File: config.mk
export PLATFORM = sky130hd
export DESIGN_NAME = resp_mux
export DESIGN_NICKNAME = d
export VERILOG_FILES = /design/src/hdl/soc_pkg.sv /design/src/hdl/resp_mux.sv
export SDC_FILE = /design/constraint.sdc
export NUM_CORES = 1
export LEC_CHECK = 0
export BUFFER_PORTS_ARGS = -buffer_cell sky130_fd_sc_hd__buf_2
export CORE_AREA = 3 3 94 96
export DETAILED_ROUTE_END_ITERATION = 8
export DIE_AREA = 0 0 97 99
export GPL_TIMING_DRIVEN = 0
export PLACE_DENSITY = 0.62
export SKIP_LAST_GASP = 1
export SYNTH_ARGS = -nofsm -noshare
export SYNTH_HDL_FRONTEND = slang
export SYNTH_SLANG_ARGS = --single-unit
File: constraint.sdc
create_clock -name sysclock -period 1.71 [get_ports sysclock]
set_input_delay 0.342 -clock sysclock [delete_from_list [all_inputs] [get_ports sysclock]]
set_output_delay 0.342 -clock sysclock [all_outputs]
set_load 0.02 [all_outputs]
File: src/rom.hex
// 64 boot words b00700nn, then 8 vector words ec7000nn
// nn is the word index in the image
b0070000 b0070001 b0070002 b0070003 b0070004 b0070005 b0070006 b0070007
b0070008 b0070009 b007000a b007000b b007000c b007000d b007000e b007000f
b0070010 b0070011 b0070012 b0070013 b0070014 b0070015 b0070016 b0070017
b0070018 b0070019 b007001a b007001b b007001c b007001d b007001e b007001f
b0070020 b0070021 b0070022 b0070023 b0070024 b0070025 b0070026 b0070027
b0070028 b0070029 b007002a b007002b b007002c b007002d b007002e b007002f
b0070030 b0070031 b0070032 b0070033 b0070034 b0070035 b0070036 b0070037
b0070038 b0070039 b007003a b007003b b007003c b007003d b007003e b007003f
ec700040 ec700041 ec700042 ec700043 ec700044 ec700045 ec700046 ec700047

File: src/hdl/soc_pkg.sv
package soc_pkg;

  // slave chip selects
  typedef enum logic [3:0] {
    CS_NONE  = 4'h0,
    CS_VECT  = 4'h1,
    CS_ROM   = 4'h2,
    CS_IO    = 4'h4,
    CS_SSRAM = 4'h6
  } chip_sel_e;

  // master request, same shape for CPU and video
  typedef struct packed {
    logic [31:0] adr;
    logic [31:0] dat;
    logic [3:0]  sel;
    logic        we;
    logic        cyc;
  } bus_req_t;

  typedef struct packed {
    logic [31:0] dat;
    logic        ack;
  } bus_rsp_t;

  // address map
  localparam logic [31:0] VECT_BASE   = 32'hffff_ffe0;
  localparam int          VECT_WORDS  = 8;
  localparam int          VECT_AW     = $clog2(VECT_WORDS);
  localparam logic [31:0] ROM_BASE    = 32'hfffe_0000;
  localparam int          ROM_WORDS   = 64;
  localparam int          ROM_AW      = $clog2(ROM_WORDS);
  localparam int          IMAGE_WORDS = ROM_WORDS + VECT_WORDS;
  localparam int          IMAGE_AW    = $clog2(IMAGE_WORDS);
  localparam logic [31:0] IO_BASE     = 32'h2000_0800;
  localparam logic [31:0] IO_MASK     = 32'h0000_07ff;
  localparam logic [31:0] SSRAM_BASE  = 32'hc000_0000;
  localparam logic [31:0] SSRAM_MASK  = 32'h003f_ffff;
  localparam int          SSRAM_WORDS = 1024;
  localparam int          SSRAM_AW    = $clog2(SSRAM_WORDS);

  // io register byte offsets inside the 2 KB window
  localparam logic [10:0] IO_LED = 11'h000;
  localparam logic [10:0] IO_SW  = 11'h004;
  localparam logic [10:0] IO_ISR = 11'h008;
  localparam logic [10:0] IO_IER = 11'h00c;

  localparam int IRQ_W = 2;

  localparam string ROM_FILE = "/design/src/rom.hex";

endpackage
File: src/hdl/resp_mux.sv
`timescale 1ns/1ns

module resp_mux (
  input  logic                      sysclock,
  input  logic                      rst_n,
  input  soc_pkg::bus_req_t         cpu_req_i,
  input  soc_pkg::chip_sel_e        cs_i,
  input  logic                      fault_i,
  input  soc_pkg::bus_rsp_t         rom_rsp_i,
  input  soc_pkg::bus_rsp_t         vect_rsp_i,
  input  soc_pkg::bus_rsp_t         io_rsp_i,
  input  soc_pkg::bus_rsp_t         ram_rsp_i,
  input  logic [soc_pkg::IRQ_W-1:0] irq_pend_i,
  output soc_pkg::bus_rsp_t         cpu_rsp_o,
  output logic [soc_pkg::IRQ_W:0]   irq_level_o
);

  import soc_pkg::*;

  logic     none_ack;
  bus_rsp_t sel_rsp;

  // unmapped or refused access, one cycle pulse
  always_ff @(posedge sysclock or negedge rst_n) begin
    if (!rst_n) begin
      none_ack <= 1'b0;
    end else begin
      none_ack <= cpu_req_i.cyc && cs_i == CS_NONE && !none_ack;
    end
  end

  always_comb begin
    case (cs_i)
      CS_VECT:  sel_rsp = vect_rsp_i;
      CS_ROM:   sel_rsp = rom_rsp_i;
      CS_IO:    sel_rsp = io_rsp_i;
      CS_SSRAM: sel_rsp = ram_rsp_i;
      default:  sel_rsp = '{dat: '0, ack: none_ack};
    endcase
  end

  // no ack leaks out once the CPU has closed its cycle
  assign cpu_rsp_o = '{dat: sel_rsp.dat, ack: sel_rsp.ack && cpu_req_i.cyc};

  // a fault masks the io interrupts
  always_comb begin
    if (fault_i) begin
      irq_level_o = '0;
    end else if (|irq_pend_i) begin
      irq_level_o = {1'b1, irq_pend_i};
    end else begin
      irq_level_o = '0;
    end
  end

endmodule

# Yosys cells after proc, flatten, opt, wreduce, memory -nomap -nowiden
# Index checks and enable logic that the tools add are counted.
# Widths: inputs -> output; s select.
# word_totals
ff_bits	1
inputBits	211
word_cells	14
# classes
eq_ne	4
n_mux	3
n_reduce_logical	6
# ops
operator	n
$pmux 33 s4	1
$eq 4x3->1 const B	2
$mux 3	2
$eq 4x1->1 const B	1
$eq 4x2->1 const B	1
$logic_not 4->1	1
$logic_and 1x1->1	3
$reduce_or 2->1	1
$logic_not 1->1	1

# Longest topological paths before layout
# depth
depth_word	3
depth_mapped	6
depth_no_buf	3

# Worst setup path before layout
# OpenSTA, ideal clock, no wires.
# synth_path
kind	input to output
start	in cs_i[0]
end	out cpu_rsp_o[15] (netlist name)
t_arrival_ns	1.403
required_time_ns	1.368
path_slack_ns	-0.035
path_stages	6
n_path_buf	3
path_cell_list	buf_6 or3b_1 buf_6 buf_6 nor2_1 a221o_1
# synth_rtl
item	line	rtl
start: declaration	resp_mux.sv:7	input soc_pkg::chip_sel_e cs_i,
end: declaration	resp_mux.sv:14	output soc_pkg::bus_rsp_t cpu_rsp_o,

==> flow_metrics.env <==
export IMPL_final_area_um2=2850
export IMPL_rows=33
export IMPL_grt_pass1_vias=1929
export IMPL_place_congestion=0.913
export IMPL_path_delay_family="buffers and inverters"
export IMPL_power_per_cell_area_nw_per_um2=240
export IMPL_tns_ps=-3130
export IMPL_ioPinCount=247
export IMPL_fin_ws_ps=-140
export IMPL_layout_min_cycle_time_ps=1850
export IMPL_max_stage_delay_ps=380
export IMPL_whs_ps=119
export IMPL_maxSlewHeadroom_pct=78.4
export IMPL_top_regs="none_ack: 1 flops"
export IMPL_synth_area_top_cells="mux2i_1, a221o_2, a221o_1"
export IMPL_syn_area_um2=1140
export IMPL_synth_xor_area_share_pct=0
export IMPL_synth_top_cell_area_share_pct=28.1
export IMPL_max_cap_violations=0
export IMPL_seq_area_um2=25.0
export IMPL_reg2reg_from="none_ack"
export IMPL_rsz0062_at_grt="true"
export IMPL_final_layout_size_suffix_gt1_share_pct=77.3
export IMPL_hold_path_class="primary input to asynchronous set/reset pin"
export IMPL_mostFrequentLayoutCell="buf_2"
export IMPL_async_flop_share_pct=100
export IMPL_fp_dieH_um=99
export IMPL_synthDistinctLibCells=24
export IMPL_clk_latency_ps=0
export IMPL_drc_errors=0
export IMPL_p_leak_uw=0.00150
export IMPL_final_antenna_net_count=0
export IMPL_viasPerCell=4.43
export IMPL_diodes=0
export IMPL_p_total_uw=683
export IMPL_synthAdderAreaFrac_pct=0
export IMPL_io_buffers=175
export IMPL_first_pass_iters=4
export IMPL_status="complete, but fails checks"
export IMPL_ys_seq_area_share_pct=2.19
export IMPL_hold_viol=0
export IMPL_core_area_um2=8130
export IMPL_final_period_utilization_pct=108
export IMPL_totalWireLength_um=6280
export IMPL_crit_buf_inv=4
export IMPL_synth_compound_area_share_pct=33.4
export IMPL_grt_total_usage_pct=11.1
export IMPL_max_flop_register="none_ack"
export IMPL_path_cells="buf_12 -> or3b_1 -> buf_6 -> buf_12 -> nor2_1 -> a221o_1 -> buf_6"
export IMPL_dp_hpwl_um=4740
export IMPL_synthMuxAreaShare_pct=28.1
export IMPL_synth_top_family_by_area="compound AO/OA/AOI/OAI gates"
export IMPL_syn_num_nets=345
export IMPL_antenna_found_initial=0
export IMPL_synth_edf_count=0
export IMPL_clk_pin_slew_ps=0
export IMPL_layout_nets=543
export IMPL_synthToLayoutAreaGrowth_pct=150
export IMPL_crit_path_end_kind="output pin"
export IMPL_overflow=0
export IMPL_setup_worst_path_class="primary input to output pin"
export IMPL_startpoint_type="primary input"
export IMPL_final_cell_mix="buf_2, buf_6, mux2i_1"
export IMPL_tightest_slew_ps=323
export IMPL_violations="setup timing"
export IMPL_synth_avg_cell_area_um2=8.52
export IMPL_grt_max_degree=11
export IMPL_synth_simple_area_share_pct=22.7
export IMPL_path_max_fanout=10
export IMPL_largest_reg_flops=1
export IMPL_placed_area_um2=2150
export IMPL_initial_utilization_pct=14.0
export IMPL_synth_top_area_cell="mux2i_1"
export IMPL_ys_seq_elements=1
export IMPL_crit_path_top_delay_cell="or3b_1"
export IMPL_yosysWarnings=0
export IMPL_wire_per_inst_um=14.4
export IMPL_drtIter0Drc=37
export IMPL_startpoint="cs_i[0]"
export IMPL_synth_ff_type="dfrtp_1"
export IMPL_fmax_mhz=540
export IMPL_slew_viol_final=0
export IMPL_multi_input_area_um2=1060
export IMPL_vias=1928
export IMPL_fillerInstances=835
export IMPL_ir_drop_v=0.000125
export IMPL_finClkSkew_ps=0
export IMPL_grt_pass1_wl_um=9030
export IMPL_synthCells=134
export IMPL_required_ps=1370
export IMPL_setup_viol=32
export IMPL_die_area_um2=9600
export IMPL_die_width_um=97
export IMPL_arrival_ps=1510
-- through the flow --
stage	setup slack, ps	cells	util [%]
2_1_floorplan	3.62	134	-
3_3_place_gp	-351	414	26.4
3_5_place_dp	-374	414	26.4
4_1_cts	-129	425	30.9
5_1_grt	-196	435	35.1
6_report	-140	435	35.1
-- cell families (layout without fill, tap and decap cells) --
kind of cell           after synthesis  count (layout)
buffers and inverters               17             213
DFF                                  1               1
muxes                               32              32
and+or+nand+nor                     47              47
AOI/OAI and AO/OA                   37              37
-- path summary, 6_finish.rpt --
path | slack [ps] | end | cells after the start
max | -140 | cpu_rsp_o[3] | 7
min | 120 | none_ack | 1
max reg2reg | 1040 | none_ack | 1
min reg2reg | 570 | none_ack | 1
max in group asynchronous | 1500 | none_ack | 1
min in group sysclock | 570 | none_ack | 1
-- repair_timing --
item,in CTS,in global routing
gates cloned,1,5
pin swaps,13,12
resized for setup,80,49
setup endpoints to repair,33,33
hold buffers,0,0
setup buffers,10,5
-- routing by layer --
metal	track usage (%)	part of all wire (%)
met3	1.63	8.4
met1	12.4	39
met4	0	0
met2	23.0	53
met5	0	0
-- Yosys cell counts, types with 2 or more instances --
| cell | n |
|---|---|
| buf_6 | 10 |
| buf_4 | 3 |
| a221o_2 | 15 |
| nor2b_1 | 2 |
| a221o_1 | 16 |
| mux2i_1 | 32 |
| nor4b_1 | 2 |
| nor2_1 | 33 |
| nor4b_4 | 2 |
| buf_2 | 4 |
| nor3_1 | 2 |
-- cell type report --
type,count,share of cell area [%]
tap,105,4.61
timing repair buffer,196,48.2
buffer,17,9.25
multi-input combinational,116,37.1
sequential,1,0.877
-- power by group --
| part | leakage [uW] | internal [uW] | switching, uW | total, uW |
|---|---|---|---|---|
| logic | 0.00148 | 389 | 270 | 659 |
| registers | 0.0000139 | 24.5 | 0.194 | 24.7 |
| clock network | 0 | 0 | 0 | 0 |
| total | 0.00150 | 413 | 270 | 683 |
Power figures use the tool's default switching activity.
