--- src/rom.hex ---
// 64 boot words b00700nn, then 8 vector words ec7000nn
// nn is the word index in the image
b0070000 b0070001 b0070002 b0070003 b0070004 b0070005 b0070006 b0070007
b0070008 b0070009 b007000a b007000b b007000c b007000d b007000e b007000f
b0070010 b0070011 b0070012 b0070013 b0070014 b0070015 b0070016 b0070017
b0070018 b0070019 b007001a b007001b b007001c b007001d b007001e b007001f
b0070020 b0070021 b0070022 b0070023 b0070024 b0070025 b0070026 b0070027
b0070028 b0070029 b007002a b007002b b007002c b007002d b007002e b007002f
b0070030 b0070031 b0070032 b0070033 b0070034 b0070035 b0070036 b0070037
b0070038 b0070039 b007003a b007003b b007003c b007003d b007003e b007003f
ec700040 ec700041 ec700042 ec700043 ec700044 ec700045 ec700046 ec700047

--- src/hdl/soc_pkg.sv ---
package soc_pkg;

  // slave chip selects
  typedef enum logic [3:0] {
    CS_NONE  = 4'h0,
    CS_VECT  = 4'h1,
    CS_ROM   = 4'h2,
    CS_IO    = 4'h4,
    CS_SSRAM = 4'h6
  } chip_sel_e;

  // master request, same shape for CPU and video
  typedef struct packed {
    logic [31:0] adr;
    logic [31:0] dat;
    logic [3:0]  sel;
    logic        we;
    logic        cyc;
  } bus_req_t;

  typedef struct packed {
    logic [31:0] dat;
    logic        ack;
  } bus_rsp_t;

  // address map
  localparam logic [31:0] VECT_BASE   = 32'hffff_ffe0;
  localparam int          VECT_WORDS  = 8;
  localparam int          VECT_AW     = $clog2(VECT_WORDS);
  localparam logic [31:0] ROM_BASE    = 32'hfffe_0000;
  localparam int          ROM_WORDS   = 64;
  localparam int          ROM_AW      = $clog2(ROM_WORDS);
  localparam int          IMAGE_WORDS = ROM_WORDS + VECT_WORDS;
  localparam int          IMAGE_AW    = $clog2(IMAGE_WORDS);
  localparam logic [31:0] IO_BASE     = 32'h2000_0800;
  localparam logic [31:0] IO_MASK     = 32'h0000_07ff;
  localparam logic [31:0] SSRAM_BASE  = 32'hc000_0000;
  localparam logic [31:0] SSRAM_MASK  = 32'h003f_ffff;
  localparam int          SSRAM_WORDS = 1024;
  localparam int          SSRAM_AW    = $clog2(SSRAM_WORDS);

  // io register byte offsets inside the 2 KB window
  localparam logic [10:0] IO_LED = 11'h000;
  localparam logic [10:0] IO_SW  = 11'h004;
  localparam logic [10:0] IO_ISR = 11'h008;
  localparam logic [10:0] IO_IER = 11'h00c;

  localparam int IRQ_W = 2;

  localparam string ROM_FILE = "/design/src/rom.hex";

endpackage
--- src/hdl/io_regs.sv ---
`timescale 1ns/1ns

module io_regs (
  input  logic                      sysclock,
  input  logic                      rst_n,
  input  soc_pkg::bus_req_t         cpu_req_i,
  input  logic                      io_sel_i,
  input  logic [15:0]               sw_i,
  input  logic                      key_i,
  output logic [15:0]               led_o,
  output soc_pkg::bus_rsp_t         io_rsp_o,
  output logic [soc_pkg::IRQ_W-1:0] irq_pend_o
);

  import soc_pkg::*;

  logic [15:0]      sw_s1;
  logic [15:0]      sw_s2;
  logic [15:0]      sw_q;
  // two sync stages plus one history stage
  logic [2:0]       key_s;
  logic [IRQ_W-1:0] isr;
  logic [IRQ_W-1:0] ier;
  logic [IRQ_W-1:0] isr_set;
  logic [IRQ_W-1:0] isr_clr;
  logic [10:0]      reg_off;
  logic             access;
  logic             wr_en;
  logic             ack_q;
  logic [31:0]      rd_nxt;
  logic [31:0]      rd_dat;

  always_ff @(posedge sysclock or negedge rst_n) begin
    if (!rst_n) begin
      sw_s1 <= '0;
      sw_s2 <= '0;
      sw_q  <= '0;
      key_s <= '0;
    end else begin
      sw_s1 <= sw_i;
      sw_s2 <= sw_s1;
      sw_q  <= sw_s2;
      key_s <= {key_s[1:0], key_i};
    end
  end

  // bit 1 on key press, bit 0 on any switch movement
  assign isr_set = {key_s[1] & ~key_s[2], |(sw_s2 ^ sw_q)};

  // first cycle of a request only, ack follows one cycle later
  assign access  = io_sel_i && cpu_req_i.cyc && !ack_q;
  assign wr_en   = access && cpu_req_i.we;
  assign reg_off = {cpu_req_i.adr[10:2], 2'b00};

  assign isr_clr = (wr_en && reg_off == IO_ISR && cpu_req_i.sel[0]) ?
                   cpu_req_i.dat[IRQ_W-1:0] : '0;

  always_comb begin
    case (reg_off)
      IO_LED:  rd_nxt = {16'h0000, led_o};
      IO_SW:   rd_nxt = {16'h0000, sw_s2};
      IO_ISR:  rd_nxt = 32'(isr);
      IO_IER:  rd_nxt = 32'(ier);
      default: rd_nxt = '0;
    endcase
  end

  always_ff @(posedge sysclock or negedge rst_n) begin
    if (!rst_n) begin
      ack_q <= 1'b0;
      led_o <= '0;
      isr   <= '0;
      ier   <= '0;
    end else begin
      ack_q <= access;
      // a new event wins over a clear in the same cycle
      isr <= isr_set | (isr & ~isr_clr);
      if (wr_en && reg_off == IO_LED) begin
        if (cpu_req_i.sel[0]) begin
          led_o[7:0] <= cpu_req_i.dat[7:0];
        end
        if (cpu_req_i.sel[1]) begin
          led_o[15:8] <= cpu_req_i.dat[15:8];
        end
      end
      if (wr_en && reg_off == IO_IER && cpu_req_i.sel[0]) begin
        ier <= cpu_req_i.dat[IRQ_W-1:0];
      end
    end
  end

  always_ff @(posedge sysclock) begin
    if (access) begin
      rd_dat <= rd_nxt;
    end
  end

  assign io_rsp_o   = '{dat: rd_dat, ack: ack_q};
  assign irq_pend_o = isr & ier;

endmodule

--- config.mk ---
export PLATFORM = sky130hd
export DESIGN_NAME = io_regs
export DESIGN_NICKNAME = d
export VERILOG_FILES = /design/src/hdl/soc_pkg.sv /design/src/hdl/io_regs.sv
export SDC_FILE = /design/constraint.sdc
export NUM_CORES = 1
export LEC_CHECK = 0
export BUFFER_PORTS_ARGS = -buffer_cell sky130_fd_sc_hd__buf_2
export CAP_MARGIN = 25
export CORE_AREA = 2 2 91 93
export CTS_CLUSTER_SIZE = 16
export DETAILED_ROUTE_END_ITERATION = 6
export DIE_AREA = 0 0 93 95
export PLACE_DENSITY = 0.74
export SLEW_MARGIN = 30
export SYNTH_ARGS = -nofsm -noshare
export SYNTH_HDL_FRONTEND = slang
export SYNTH_SLANG_ARGS = --single-unit
--- constraint.sdc ---
create_clock -name sysclock -period 2 [get_ports sysclock]
set_clock_uncertainty 0.15 [all_clocks]
set_input_delay 0.3 -clock sysclock [delete_from_list [all_inputs] [get_ports sysclock]]
set_output_delay 0.3 -clock sysclock [all_outputs]
set_load 0.05 [all_outputs]
Word-level counts from Yosys, hierarchy flattened:

Cells that the tools add are included.
Widths: inputs -> output; s select.

* register bits: 104
* bits of input ports: 90
* output and inout port bits: 51
* word-level logic and storage cells: 35

* eq/ne operators: 3
* muxes and demuxes: 2
* bitwise gates (word level): 7
* reduce and logical (&&, ||, !) cells: 13

Operators with widths (count)
* $pmux 16 s4: 1
* $eq 9x2->1 const B: 2
* $reduce_or 16->1: 1
* $xor 16x16->16: 1
* $logic_not 11->1: 1
* $eq 9x1->1 const B: 1
* $logic_and 1x1->1: 8
* $and 2x2->2: 2
* $reduce_and 2->1: 2
* $mux 2: 1
* $not 2->2: 1
* $or 2x2->2: 1
* $and 1x1->1: 1
* $logic_not 1->1: 1
* $not 1->1: 1

Depth between registers and ports, before layout:

Gate-level depths: netlist of the first run.

* word-level depth: 9
* mapped depth: 5

Worst setup path after synthesis of the first run:

OpenSTA, ideal clock, no wires.

* kind: input to register
* start point: input cpu_req_i[45] in the netlist's numbering
* end point: register ier[0]
* data arrival time: 1.965 ns
* data required time: 1.725 ns
* path slack: -0.240 ns
* cell stages on the path: 4
* buffers on the path: 0
* path through: or4_1 -> or4_4 -> nor4_2 -> mux2_2

* word-level cells in the longest chain between the ends: 3

RTL lines
* from (decl): line io_regs.sv:6 `input soc_pkg::bus_req_t cpu_req_i,`
* $eq 9x2->1: line io_regs.sv:86 `if (wr_en && reg_off == IO_IER && cpu_req_i.sel[0]) begin`
* $logic_and 1x1->1 (2 in a row): line io_regs.sv:86
* to (signal assigned): line io_regs.sv:87 `ier <= cpu_req_i.dat[IRQ_W-1:0];`
* to (decl): line io_regs.sv:23 `logic [IRQ_W-1:0] ier;`

Every way passes these cells.
A chain may end at the register's enable or synchronous reset.

Final worst setup path of the first run:

Same ends and word-level chain as after synthesis.

==> flow_metrics.env, run 1 <==
export IMPL_ctsHoldBuffers=18
export IMPL_timing_fmax_mhz=503.0
export IMPL_stdcell_count=431
export IMPL_synth_edf_count=16
export IMPL_coreArea_sq_um=7928
export IMPL_die_w_um=93
export IMPL_cts_buffer_depth=2
export IMPL_nNetsFinal=411
export IMPL_grt_use_total=0.1494
export IMPL_firstDrtPassIters=4
export IMPL_numClockSinks=88
export IMPL_grt_pass1_wl_um=9729
export IMPL_status="finished, final reports clean"
export IMPL_yosys_top_cells_area="dfrtp_1 56%, edfxtp_1 15%, mux2_2 5.9%"
export IMPL_min_to="led_o[7]$_DFFE_PN0P_"
export IMPL_routedWlPerCell_um=14.06
export IMPL_worstPathMaxFanout=3
export IMPL_io_pins=141
export IMPL_hpwl_um=4054
export IMPL_cts_root_buf="clkbuf_8"
export IMPL_crit_path_end_kind="flop"
export IMPL_start_util=0.4085
export IMPL_post_cts_resized=0
export IMPL_final_common_cell="buf_2"
export IMPL_crit_arrival_ns=2.07
export IMPL_die_h_um=95
export IMPL_dieArea_sq_um=8835
export IMPL_synth_ff_type="dfrtp_1"
export IMPL_power_per_cell_area_nw_per_um2=831.8
export IMPL_io_buffers=83
export IMPL_reg2reg_to="led_o[6]$_DFFE_PN0P_"
export IMPL_worst_r2r_cell_count=4
export IMPL_worstSetupStartpointType="input pin"
export IMPL_numCtsBuffers=9
export IMPL_path_class="in -> reg"
export IMPL_ys_seq_area_frac=0.7048
export IMPL_cap_violations=0
export IMPL_cts_clk_slew_worst_paths_ns=0.09
export IMPL_ir_worst_vdd_uv=389.4
export IMPL_netlist_area_sq_um=3238
export IMPL_post_cts_buffers=0
export IMPL_ys_types=28
export IMPL_routabilityCongestion=0.8145
export IMPL_vias_per_cell=4.401
export IMPL_antenna_found_initial=0
export IMPL_holdPathStages=2
export IMPL_vias=1897
export IMPL_syn_instance_count=205
export IMPL_htreeDepth=3
export IMPL_reg2reg_slack_ns=0.15
export IMPL_clkLatencyLatePin_ns=0.35
export IMPL_synth_warnings=0
export IMPL_drtIter0Drc=36
export IMPL_finalSetupViolCount=0
export IMPL_wirelength_um=6058
export IMPL_cts_tree="yes"
export IMPL_grt_start_max_net_pins=73
export IMPL_synth_area_per_cell_sq_um=15.80
export IMPL_drc_errors=0
export IMPL_async_flop_share=0.8182
export IMPL_hp_class="in -> reg"
export IMPL_syn_to_final_growth_pct=30.45
export IMPL_diodes=0
export IMPL_synth_top_area_share=0.5564
export IMPL_grt_pass1_vias=1939
export IMPL_min_from="cpu_req_i[13]"
export IMPL_min_period_over_period=0.9940
export IMPL_slew_viol_final=0
export IMPL_overflow=0
export IMPL_rows=33
export IMPL_ant_nets=0
export IMPL_p_leak_uw=0.001993
export IMPL_fin_hold_ws_ns=0.03379
export IMPL_required_ns=2.08
export IMPL_utilization=0.5328
export IMPL_hold_violations=0
export IMPL_placedCellCount=397
export IMPL_rsz0062_at_grt="no"
export IMPL_r2r_start="ack_q$_DFF_PN0_"
export IMPL_synth_area_leader_cell="dfrtp_1"
export IMPL_worstSetupStartpoint="cpu_req_i[45]"
export IMPL_synth_seq_cells=88
export IMPL_drive_gt1_frac=0.4202
export IMPL_period_minus_slack_ns=1.988
export IMPL_final_cell_mix="82 x buf_2, 72 x dfrtp_1, 18 x dlygate4sd3_1"
-- per-stage QoR --
step | setup WS, ns | area [sq um] | setup TNS, ns | power (uW)
floorplan | -0.2025 | 3326 | -3.538 | 2185
global placement | -0.3085 | 3840 | -4.350 | 2282
detailed placement | -0.3504 | 3840 | -4.610 | 2288
CTS | 0.02009 | 4224 | 0 | 3553
global route | 0.001818 | 4224 | 0 | 3669
finish | 0.01199 | 4224 | 0 | 3513
-- flip-flops by register name (all words and copies together) (netlist names) --
signal	count
ack_q	1
ier	2
isr	2
key_s	3
led_o	16
rd_dat	16
sw_q	16
sw_s1	16
sw_s2	16
-- worst max-delay path: stages --
cell and delay (ns):
buf_2 0.10, or4_4 0.53, or4_4 0.53, nor4_4 0.23
mux2_2 0.38
-- where the power goes --
group          switching [uW]  internal [uW]  total (uW)
registers                32.6           1890        1920
logic                     228            122         350
clock network             622            619        1240
total                     883           2630        3510
-- layout make-up --
type                    instances  area, sq um
fillers                       700         3704
flip-flops and latches         88         2282
multi-input cells             107        877.1
repair buffers                112        718.2
clock buffers                  10        137.6
well taps                     105        131.4
clock inverters                 6        66.31
inverters                       3        11.26
-- kinds of logic (layout without fill, tap and decap cells) --
group | Yosys count | count (layout) | share of synthesized area
AO/OA/AOI/OAI | 3 | 3 | 0.008116
XOR/XNOR | 16 | 16 | 0.04328
buffers and inverters | 25 | 131 | 0.05139
flip-flops | 88 | 88 | 0.7048
multiplexers | 34 | 34 | 0.1198
other | 1 | 16 | 0.001158
AND/OR/NAND/NOR | 38 | 38 | 0.07148
-- synthesized netlist by cell type, types with 2 or more instances --
| cell | n |
|---|---|
| nor4_1 | 2 |
| edfxtp_1 | 16 |
| mux2i_1 | 14 |
| and2_1 | 2 |
| mux2_2 | 17 |
| nand4_1 | 5 |
| clkbuf_1 | 3 |
| nand2_1 | 5 |
| nor2_1 | 14 |
| dfrtp_1 | 72 |
| inv_1 | 3 |
| o41ai_1 | 2 |
| nor2b_1 | 2 |
| buf_4 | 17 |
| xnor2_1 | 16 |
| mux4_2 | 2 |
| nor4_4 | 2 |
-- worst max-delay path by stage --
stage | slack (ns) | depth (start not counted) | end
floorplan | -0.20 | 5 | led_o[10]$_DFFE_PN0P_
global placement | -0.31 | 5 | ier[0]$_DFFE_PN0P_
detailed placement | -0.35 | 5 | ier[0]$_DFFE_PN0P_
CTS | 0.02 | 5 | ier[0]$_DFFE_PN0P_
global route | 0.002 | 5 | ier[0]$_DFFE_PN0P_
finish | 0.01 | 5 | ier[0]$_DFFE_PN0P_
-- layer usage --
layer  GRT usage  vias up  wire length, um  share of wire
met5           0        -                0              0
met1      0.2028      924             2841           0.47
met2      0.2283       61             2741           0.45
met4     0.04412        0               60         0.0099
li1            -      906                -              -
met3     0.05347        6              414          0.068
(Power assumes the default switching activity.)
==> run 2, diff against run 1 <==
--- a/config.mk
+++ b/config.mk
@@ -5,13 +5,14 @@
 export SDC_FILE = /design/constraint.sdc
 export NUM_CORES = 1
 export LEC_CHECK = 0
+export ABC_CLOCK_PERIOD_IN_PS = 1900
 export BUFFER_PORTS_ARGS = -buffer_cell sky130_fd_sc_hd__buf_2
 export CAP_MARGIN = 25
-export CORE_AREA = 2 2 91 93
+export CORE_AREA = 2 2 88 90
 export CTS_CLUSTER_SIZE = 16
 export DETAILED_ROUTE_END_ITERATION = 6
-export DIE_AREA = 0 0 93 95
-export PLACE_DENSITY = 0.74
+export DIE_AREA = 0 0 90 92
+export PLACE_DENSITY = 0.75
 export SLEW_MARGIN = 30
 export SYNTH_ARGS = -nofsm -noshare
 export SYNTH_HDL_FRONTEND = slang
==> constraint.sdc (replaced) <==
create_clock -name sysclock -period 1.9 [get_ports sysclock]
set_clock_uncertainty 0.15 [all_clocks]
set_input_delay 0.285 -clock sysclock [delete_from_list [all_inputs] [get_ports sysclock]]
set_output_delay 0.285 -clock sysclock [all_outputs]
set_load 0.05 [all_outputs]
==> flow_metrics.env, run 2 (same netlist as run 1, synthesis figures left out) <==
export IMPL_grt_start_max_net_pins=73
export IMPL_cts_clk_slew_worst_paths_ns=0.08
export IMPL_required_ns=1.96
export IMPL_htreeDepth=3
export IMPL_vias_per_cell=4.502
export IMPL_p_sw_uw=888.2
export IMPL_rows=32
export IMPL_rsz0062_at_grt="no"
export IMPL_dieArea_sq_um=8280
export IMPL_cap_violations=0
export IMPL_netSwitchingFraction=0.2420
export IMPL_multi_input_area_sq_um=884.6
export IMPL_overflow=0
export IMPL_stdcell_count=442
export IMPL_worstSetupStartpointType="input pin"
export IMPL_start_util=0.4348
export IMPL_die_w_um=90
export IMPL_grt_use_total=0.1634
export IMPL_nNetsFinal=425
export IMPL_clkLatencyLatePin_ns=0.35
export IMPL_crit_family="simple AND/OR/NAND/NOR gates"
export IMPL_crit_chain="buf_2, or4_4, or4_4, buf_4, o41ai_2, o221ai_1"
export IMPL_grt_pass1_vias=2061
export IMPL_numClockSinks=88
export IMPL_diodes=0
export IMPL_tns_ns=0
export IMPL_finalSetupViolCount=0
export IMPL_placedCellCount=397
export IMPL_ir_worst_vdd_uv=433.5
export IMPL_p_int_uw=2782
export IMPL_p_leak_uw=0.002046
export IMPL_routabilityCongestion=0.8639
export IMPL_hpwl_um=4075
export IMPL_crit_path_end_kind="flop"
export IMPL_cts_root_buf="clkbuf_8"
export IMPL_final_cell_mix="82 x buf_2, 72 x dfrtp_1, 29 x dlygate4sd3_1"
export IMPL_ant_nets=0
export IMPL_slew_viol_final=0
export IMPL_wirelength_um=6234
export IMPL_grt_pass1_wl_um=10070
export IMPL_period_minus_slack_ns=1.866
export IMPL_io_pins=141
export IMPL_seqPwrFrac=0.552
export IMPL_clkPwrFrac=0.341
export IMPL_hold_violations=0
export IMPL_firstDrtPassIters=4
export IMPL_worstPathMaxFanout=4
export IMPL_fin_hold_ws_ns=0.02125
export IMPL_crit_buf_inv=2
export IMPL_status="finished, final reports clean"
export IMPL_fillCellCount=610
export IMPL_crit_arrival_ns=1.92
export IMPL_final_common_cell="buf_2"
export IMPL_vias=1990
export IMPL_path_class="in -> reg"
export IMPL_drc_errors=0
export IMPL_min_period_over_period=0.9820
export IMPL_die_h_um=92
export IMPL_p_comb_frac=0.107
export IMPL_power_per_cell_area_nw_per_um2=844.1
export IMPL_post_cts_buffers=0
export IMPL_drive_gt1_frac=0.4059
export IMPL_numCtsBuffers=9
export IMPL_crit_top_cell="or4_4"
export IMPL_drtIter0Drc=118
export IMPL_antenna_found_initial=0
export IMPL_timing_fmax_mhz=536.0
export IMPL_hp_class="in -> reg"
export IMPL_cts_buffer_depth=2
export IMPL_coreArea_sq_um=7447
export IMPL_seqCellArea_sq_um=2282
export IMPL_cts_tree="yes"
export IMPL_post_cts_resized=0
export IMPL_routedWlPerCell_um=14.10
export IMPL_max_stage_delay_ns=0.53
export IMPL_cp_slowest_cell="or4_4"
export IMPL_io_buffers=83
export IMPL_syn_to_final_growth_pct=34.27
## run 2: cell types whose count changed in the layout (fill, tap and decap cells not counted), moves of 2 or more
| cell | change |
|---|---|
| buf_4 | +3 |
| inv_6 | -2 |
| clkbuf_1 | +3 |
| dlygate4sd3_1 | +11 |
## run 2: cell type report
| type | instances | share of cell area |
|---|---|---|
| well taps | 102 | 0.02935 |
| clock buffers | 13 | 0.03424 |
| flip-flops and latches | 88 | 0.5249 |
| inverters | 3 | 0.002590 |
| multi-input cells | 107 | 0.2035 |
| clock inverters | 3 | 0.009784 |
| repair buffers | 126 | 0.1957 |
## run 2: power by group through the flow
stage / combinational, uW / clock, uW / sequential (uW)
finish: 392 / 1250 / 2030
global route: 420 / 1380 / 2040
CTS: 396 / 1290 / 2030
detailed placement: 350 / 0 / 2070
global placement: 347 / 0 / 2060
floorplan: 183 / 0 / 2120
## run 2: timing repair
action,4_1_cts,5_1_grt
setup endpoints to repair,1,0
endpoints found under the hold margin,100,0
hold buffers,29,0
## run 2: worst paths after layout
kind	from	endpoint	depth (start not counted)	slack [ns]
worst max register to register	ack_q$_DFF_PN0_	led_o[2]$_DFFE_PN0P_	4	0.08
worst max-delay path	cpu_req_i[45]	isr[1]$_DFF_PN0_	6	0.03
max in group asynchronous	rst_n	sw_q[3]$_DFF_PN0_	3	0.95
min in group asynchronous	rst_n	led_o[13]$_DFFE_PN0P_	3	0.33
worst min-delay path	cpu_req_i[14]	led_o[8]$_DFFE_PN0P_	2	0.02
worst min register to register	sw_s1[15]$_DFF_PN0_	sw_s2[15]$_DFF_PN0_	0	0.20
## run 2: per-stage QoR
stage	worst slack (ns)	area [sq um]	total power [uW]	utilization
3_5_place_dp	-0.4046	3866	2416	0.5192
6_report	0.03429	4348	3670	0.5838
5_1_grt	0.007603	4348	3836	0.5838
4_1_cts	0.03081	4348	3717	0.5838
3_3_place_gp	-0.3460	3866	2409	0.5192
2_1_floorplan	-0.2875	3333	2300	-
## run 2: worst reg2reg max path, delay by kind of cell, from the launching register on
kind / cells / cell delay, ns
buffers and inverters: 1 / 0.18
AND/OR/NAND/NOR: 2 / 0.68
multiplexers: 1 / 0.33
flip-flops: 1 / 0.37
## run 2: routing by layer
metal	global-route usage	vias to the layer above	share of wire
met2	0.2556	63	0.49
li1	-	939	-
met1	0.2088	974	0.43
met3	0.04026	14	0.048
met5	0	-	0
met4	0.09487	0	0.026
==> run 3, diff against run 2 <==
--- a/config.mk
+++ b/config.mk
@@ -8,11 +8,11 @@
 export ABC_CLOCK_PERIOD_IN_PS = 1900
 export BUFFER_PORTS_ARGS = -buffer_cell sky130_fd_sc_hd__buf_2
 export CAP_MARGIN = 25
-export CORE_AREA = 2 2 88 90
+export CORE_AREA = 2 2 84 94
 export CTS_CLUSTER_SIZE = 16
 export DETAILED_ROUTE_END_ITERATION = 6
-export DIE_AREA = 0 0 90 92
-export PLACE_DENSITY = 0.75
+export DIE_AREA = 0 0 86 96
+export PLACE_DENSITY = 0.76
 export SLEW_MARGIN = 30
 export SYNTH_ARGS = -nofsm -noshare
 export SYNTH_HDL_FRONTEND = slang
==> constraint.sdc (replaced) <==
create_clock -name sysclock -period 1.9 [get_ports sysclock]
set_clock_uncertainty 0.15 [all_clocks]
set_input_delay 0.285 -clock sysclock [delete_from_list [all_inputs] [get_ports sysclock]]
set_output_delay 0.285 -clock sysclock [all_outputs]
set_load 0.005 [all_outputs]
==> flow_metrics.env, run 3 (same netlist as run 1, synthesis figures left out) <==
export IMPL_clkLatencyLatePin_ns=0.35
export IMPL_timing_fmax_mhz=525.2
export IMPL_dieArea_sq_um=8256
export IMPL_cts_buffer_depth=2
export IMPL_p_int_uw=2629
export IMPL_drtIter0Drc=89
export IMPL_overflow=0
export IMPL_hp_class="in -> reg"
export IMPL_coreArea_sq_um=7308
export IMPL_seqPwrFrac=0.585
export IMPL_antenna_found_initial=0
export IMPL_drc_errors=0
export IMPL_required_ns=1.97
export IMPL_grt_pass1_wl_um=9425
export IMPL_clkPwrFrac=0.335
export IMPL_place_ws_ns=-0.3985
export IMPL_routedWlPerCell_um=14.36
export IMPL_worstPathMaxFanout=4
export IMPL_post_cts_buffers=0
export IMPL_diodes=0
export IMPL_power_per_cell_area_nw_per_um2=795.1
export IMPL_period_minus_slack_ns=1.904
export IMPL_hpwl_um=4107
export IMPL_rsz0062_at_grt="yes"
export IMPL_numClockSinks=88
export IMPL_fin_area_sq_um=4353
export IMPL_die_w_um=86
export IMPL_violations="negative setup slack"
export IMPL_power_uw=3461
export IMPL_io_buffers=83
export IMPL_hold_violations=0
export IMPL_wirelength_um=6145
export IMPL_grt_pass1_vias=1945
export IMPL_fin_hold_ws_ns=0.02056
export IMPL_start_util=0.4431
export IMPL_vias_per_cell=4.565
export IMPL_syn_to_final_growth_pct=34.43
export IMPL_path_class="in -> reg"
export IMPL_rows=33
export IMPL_crit_arrival_ns=1.97
export IMPL_cts_tree="yes"
export IMPL_p_comb_frac=0.080
export IMPL_finalSetupViolCount=1
export IMPL_placed_area_sq_um=3855
export IMPL_grt_start_max_net_pins=42
export IMPL_io_pins=141
export IMPL_slew_viol_final=0
export IMPL_cts_clk_slew_worst_paths_ns=0.09
export IMPL_routabilityCongestion=0.7930
export IMPL_final_common_cell="buf_2"
export IMPL_numCtsBuffers=9
export IMPL_ant_nets=0
export IMPL_vias=1954
export IMPL_min_period_over_period=1.002
export IMPL_netSwitchingFraction=0.2403
export IMPL_cap_violations=0
export IMPL_nNetsFinal=426
export IMPL_crit_path_end_kind="flop"
export IMPL_final_cell_mix="81 x buf_2, 72 x dfrtp_1, 29 x dlygate4sd3_1"
export IMPL_p_sw_uw=831.7
export IMPL_ir_worst_vdd_uv=613.1
export IMPL_htreeDepth=3
export IMPL_die_h_um=96
export IMPL_status="finished, violations left"
export IMPL_cts_root_buf="clkbuf_8"
export IMPL_drive_gt1_frac=0.4194
export IMPL_grt_use_total=0.1569
export IMPL_p_leak_uw=0.002076
export IMPL_firstDrtPassIters=3
export IMPL_setup_ws_ns=-0.003951
export IMPL_worstSetupStartpointType="input pin"
[run 3: cell types whose count changed in the layout (fill, tap and decap cells not counted), sizes merged]
cell,before,now
buf,97,98
bufinv,1,0
clkbuf,13,9
clkinv,1,3
inv,3,6
[run 3: worst max-delay path: stages]
cell,delay (ns)
buf_6,0.09
or4_4,0.53
or4_4,0.51
buf_4,0.18
o41ai_4,0.24
o221ai_2,0.14
[run 3: power by group through the flow]
| stage | sequential, uW | clock (uW) | combinational [uW] |
|---|---|---|---|
| finish | 2030 | 1160 | 277 |
| global route | 2030 | 1280 | 308 |
| CTS | 2030 | 1200 | 278 |
| detailed placement | 2070 | 0 | 231 |
| global placement | 2060 | 0 | 228 |
| floorplan | 2060 | 0 | 114 |
[run 3: metal layers]
layer | wire [um] | track usage | vias up | share of wire
li1 | - | - | 935 | -
met1 | 2632 | 0.1939 | 945 | 0.43
met2 | 3068 | 0.2584 | 65 | 0.50
met3 | 297 | 0.02744 | 9 | 0.048
met4 | 146 | 0.09524 | 0 | 0.024
met5 | 0 | 0 | - | 0
[run 3: layout make-up]
cell class	instances	area, sq um
flip-flops and latches	88	2282
well taps	87	108.9
fillers	574	2955
clock inverters	7	53.80
clock buffers	9	123.9
multi-input cells	107	908.4
inverters	3	11.26
repair buffers	127	864.6
[run 3: final timing paths]
kind	start	end	slack (ns)	depth (start not counted)
min in group asynchronous	rst_n	led_o[10]$_DFFE_PN0P_	0.26	2
setup / recovery	cpu_req_i[45]	isr[1]$_DFF_PN0_	-0.004	6
hold reg to reg	sw_s1[0]$_DFF_PN0_	sw_s2[0]$_DFF_PN0_	0.20	0
setup reg to reg	ack_q$_DFF_PN0_	led_o[5]$_DFFE_PN0P_	0.16	4
hold / removal	cpu_req_i[14]	led_o[8]$_DFFE_PN0P_	0.02	2
max in group asynchronous	rst_n	sw_q[0]$_DFF_PN0_	0.78	3
[run 3: stage by stage]
stage | TNS (ns) | util | cells
detailed placement | -6.378 | 0.5275 | 383
global route | -0.05204 | 0.5956 | 428
CTS | 0 | 0.5930 | 428
global placement | -5.887 | 0.5275 | 383
finish | -0.003951 | 0.5956 | 428
floorplan | -5.106 | - | 220
[run 3: repair_timing]
| item | CTS | global route |
|---|---|---|
| hold endpoints to repair | 59 | 0 |
| setup endpoints to repair | 1 | 3 |
| gates resized for setup | 1 | 4 |
| hold buffers | 29 | 0 |
| pin swaps | 0 | 0 |
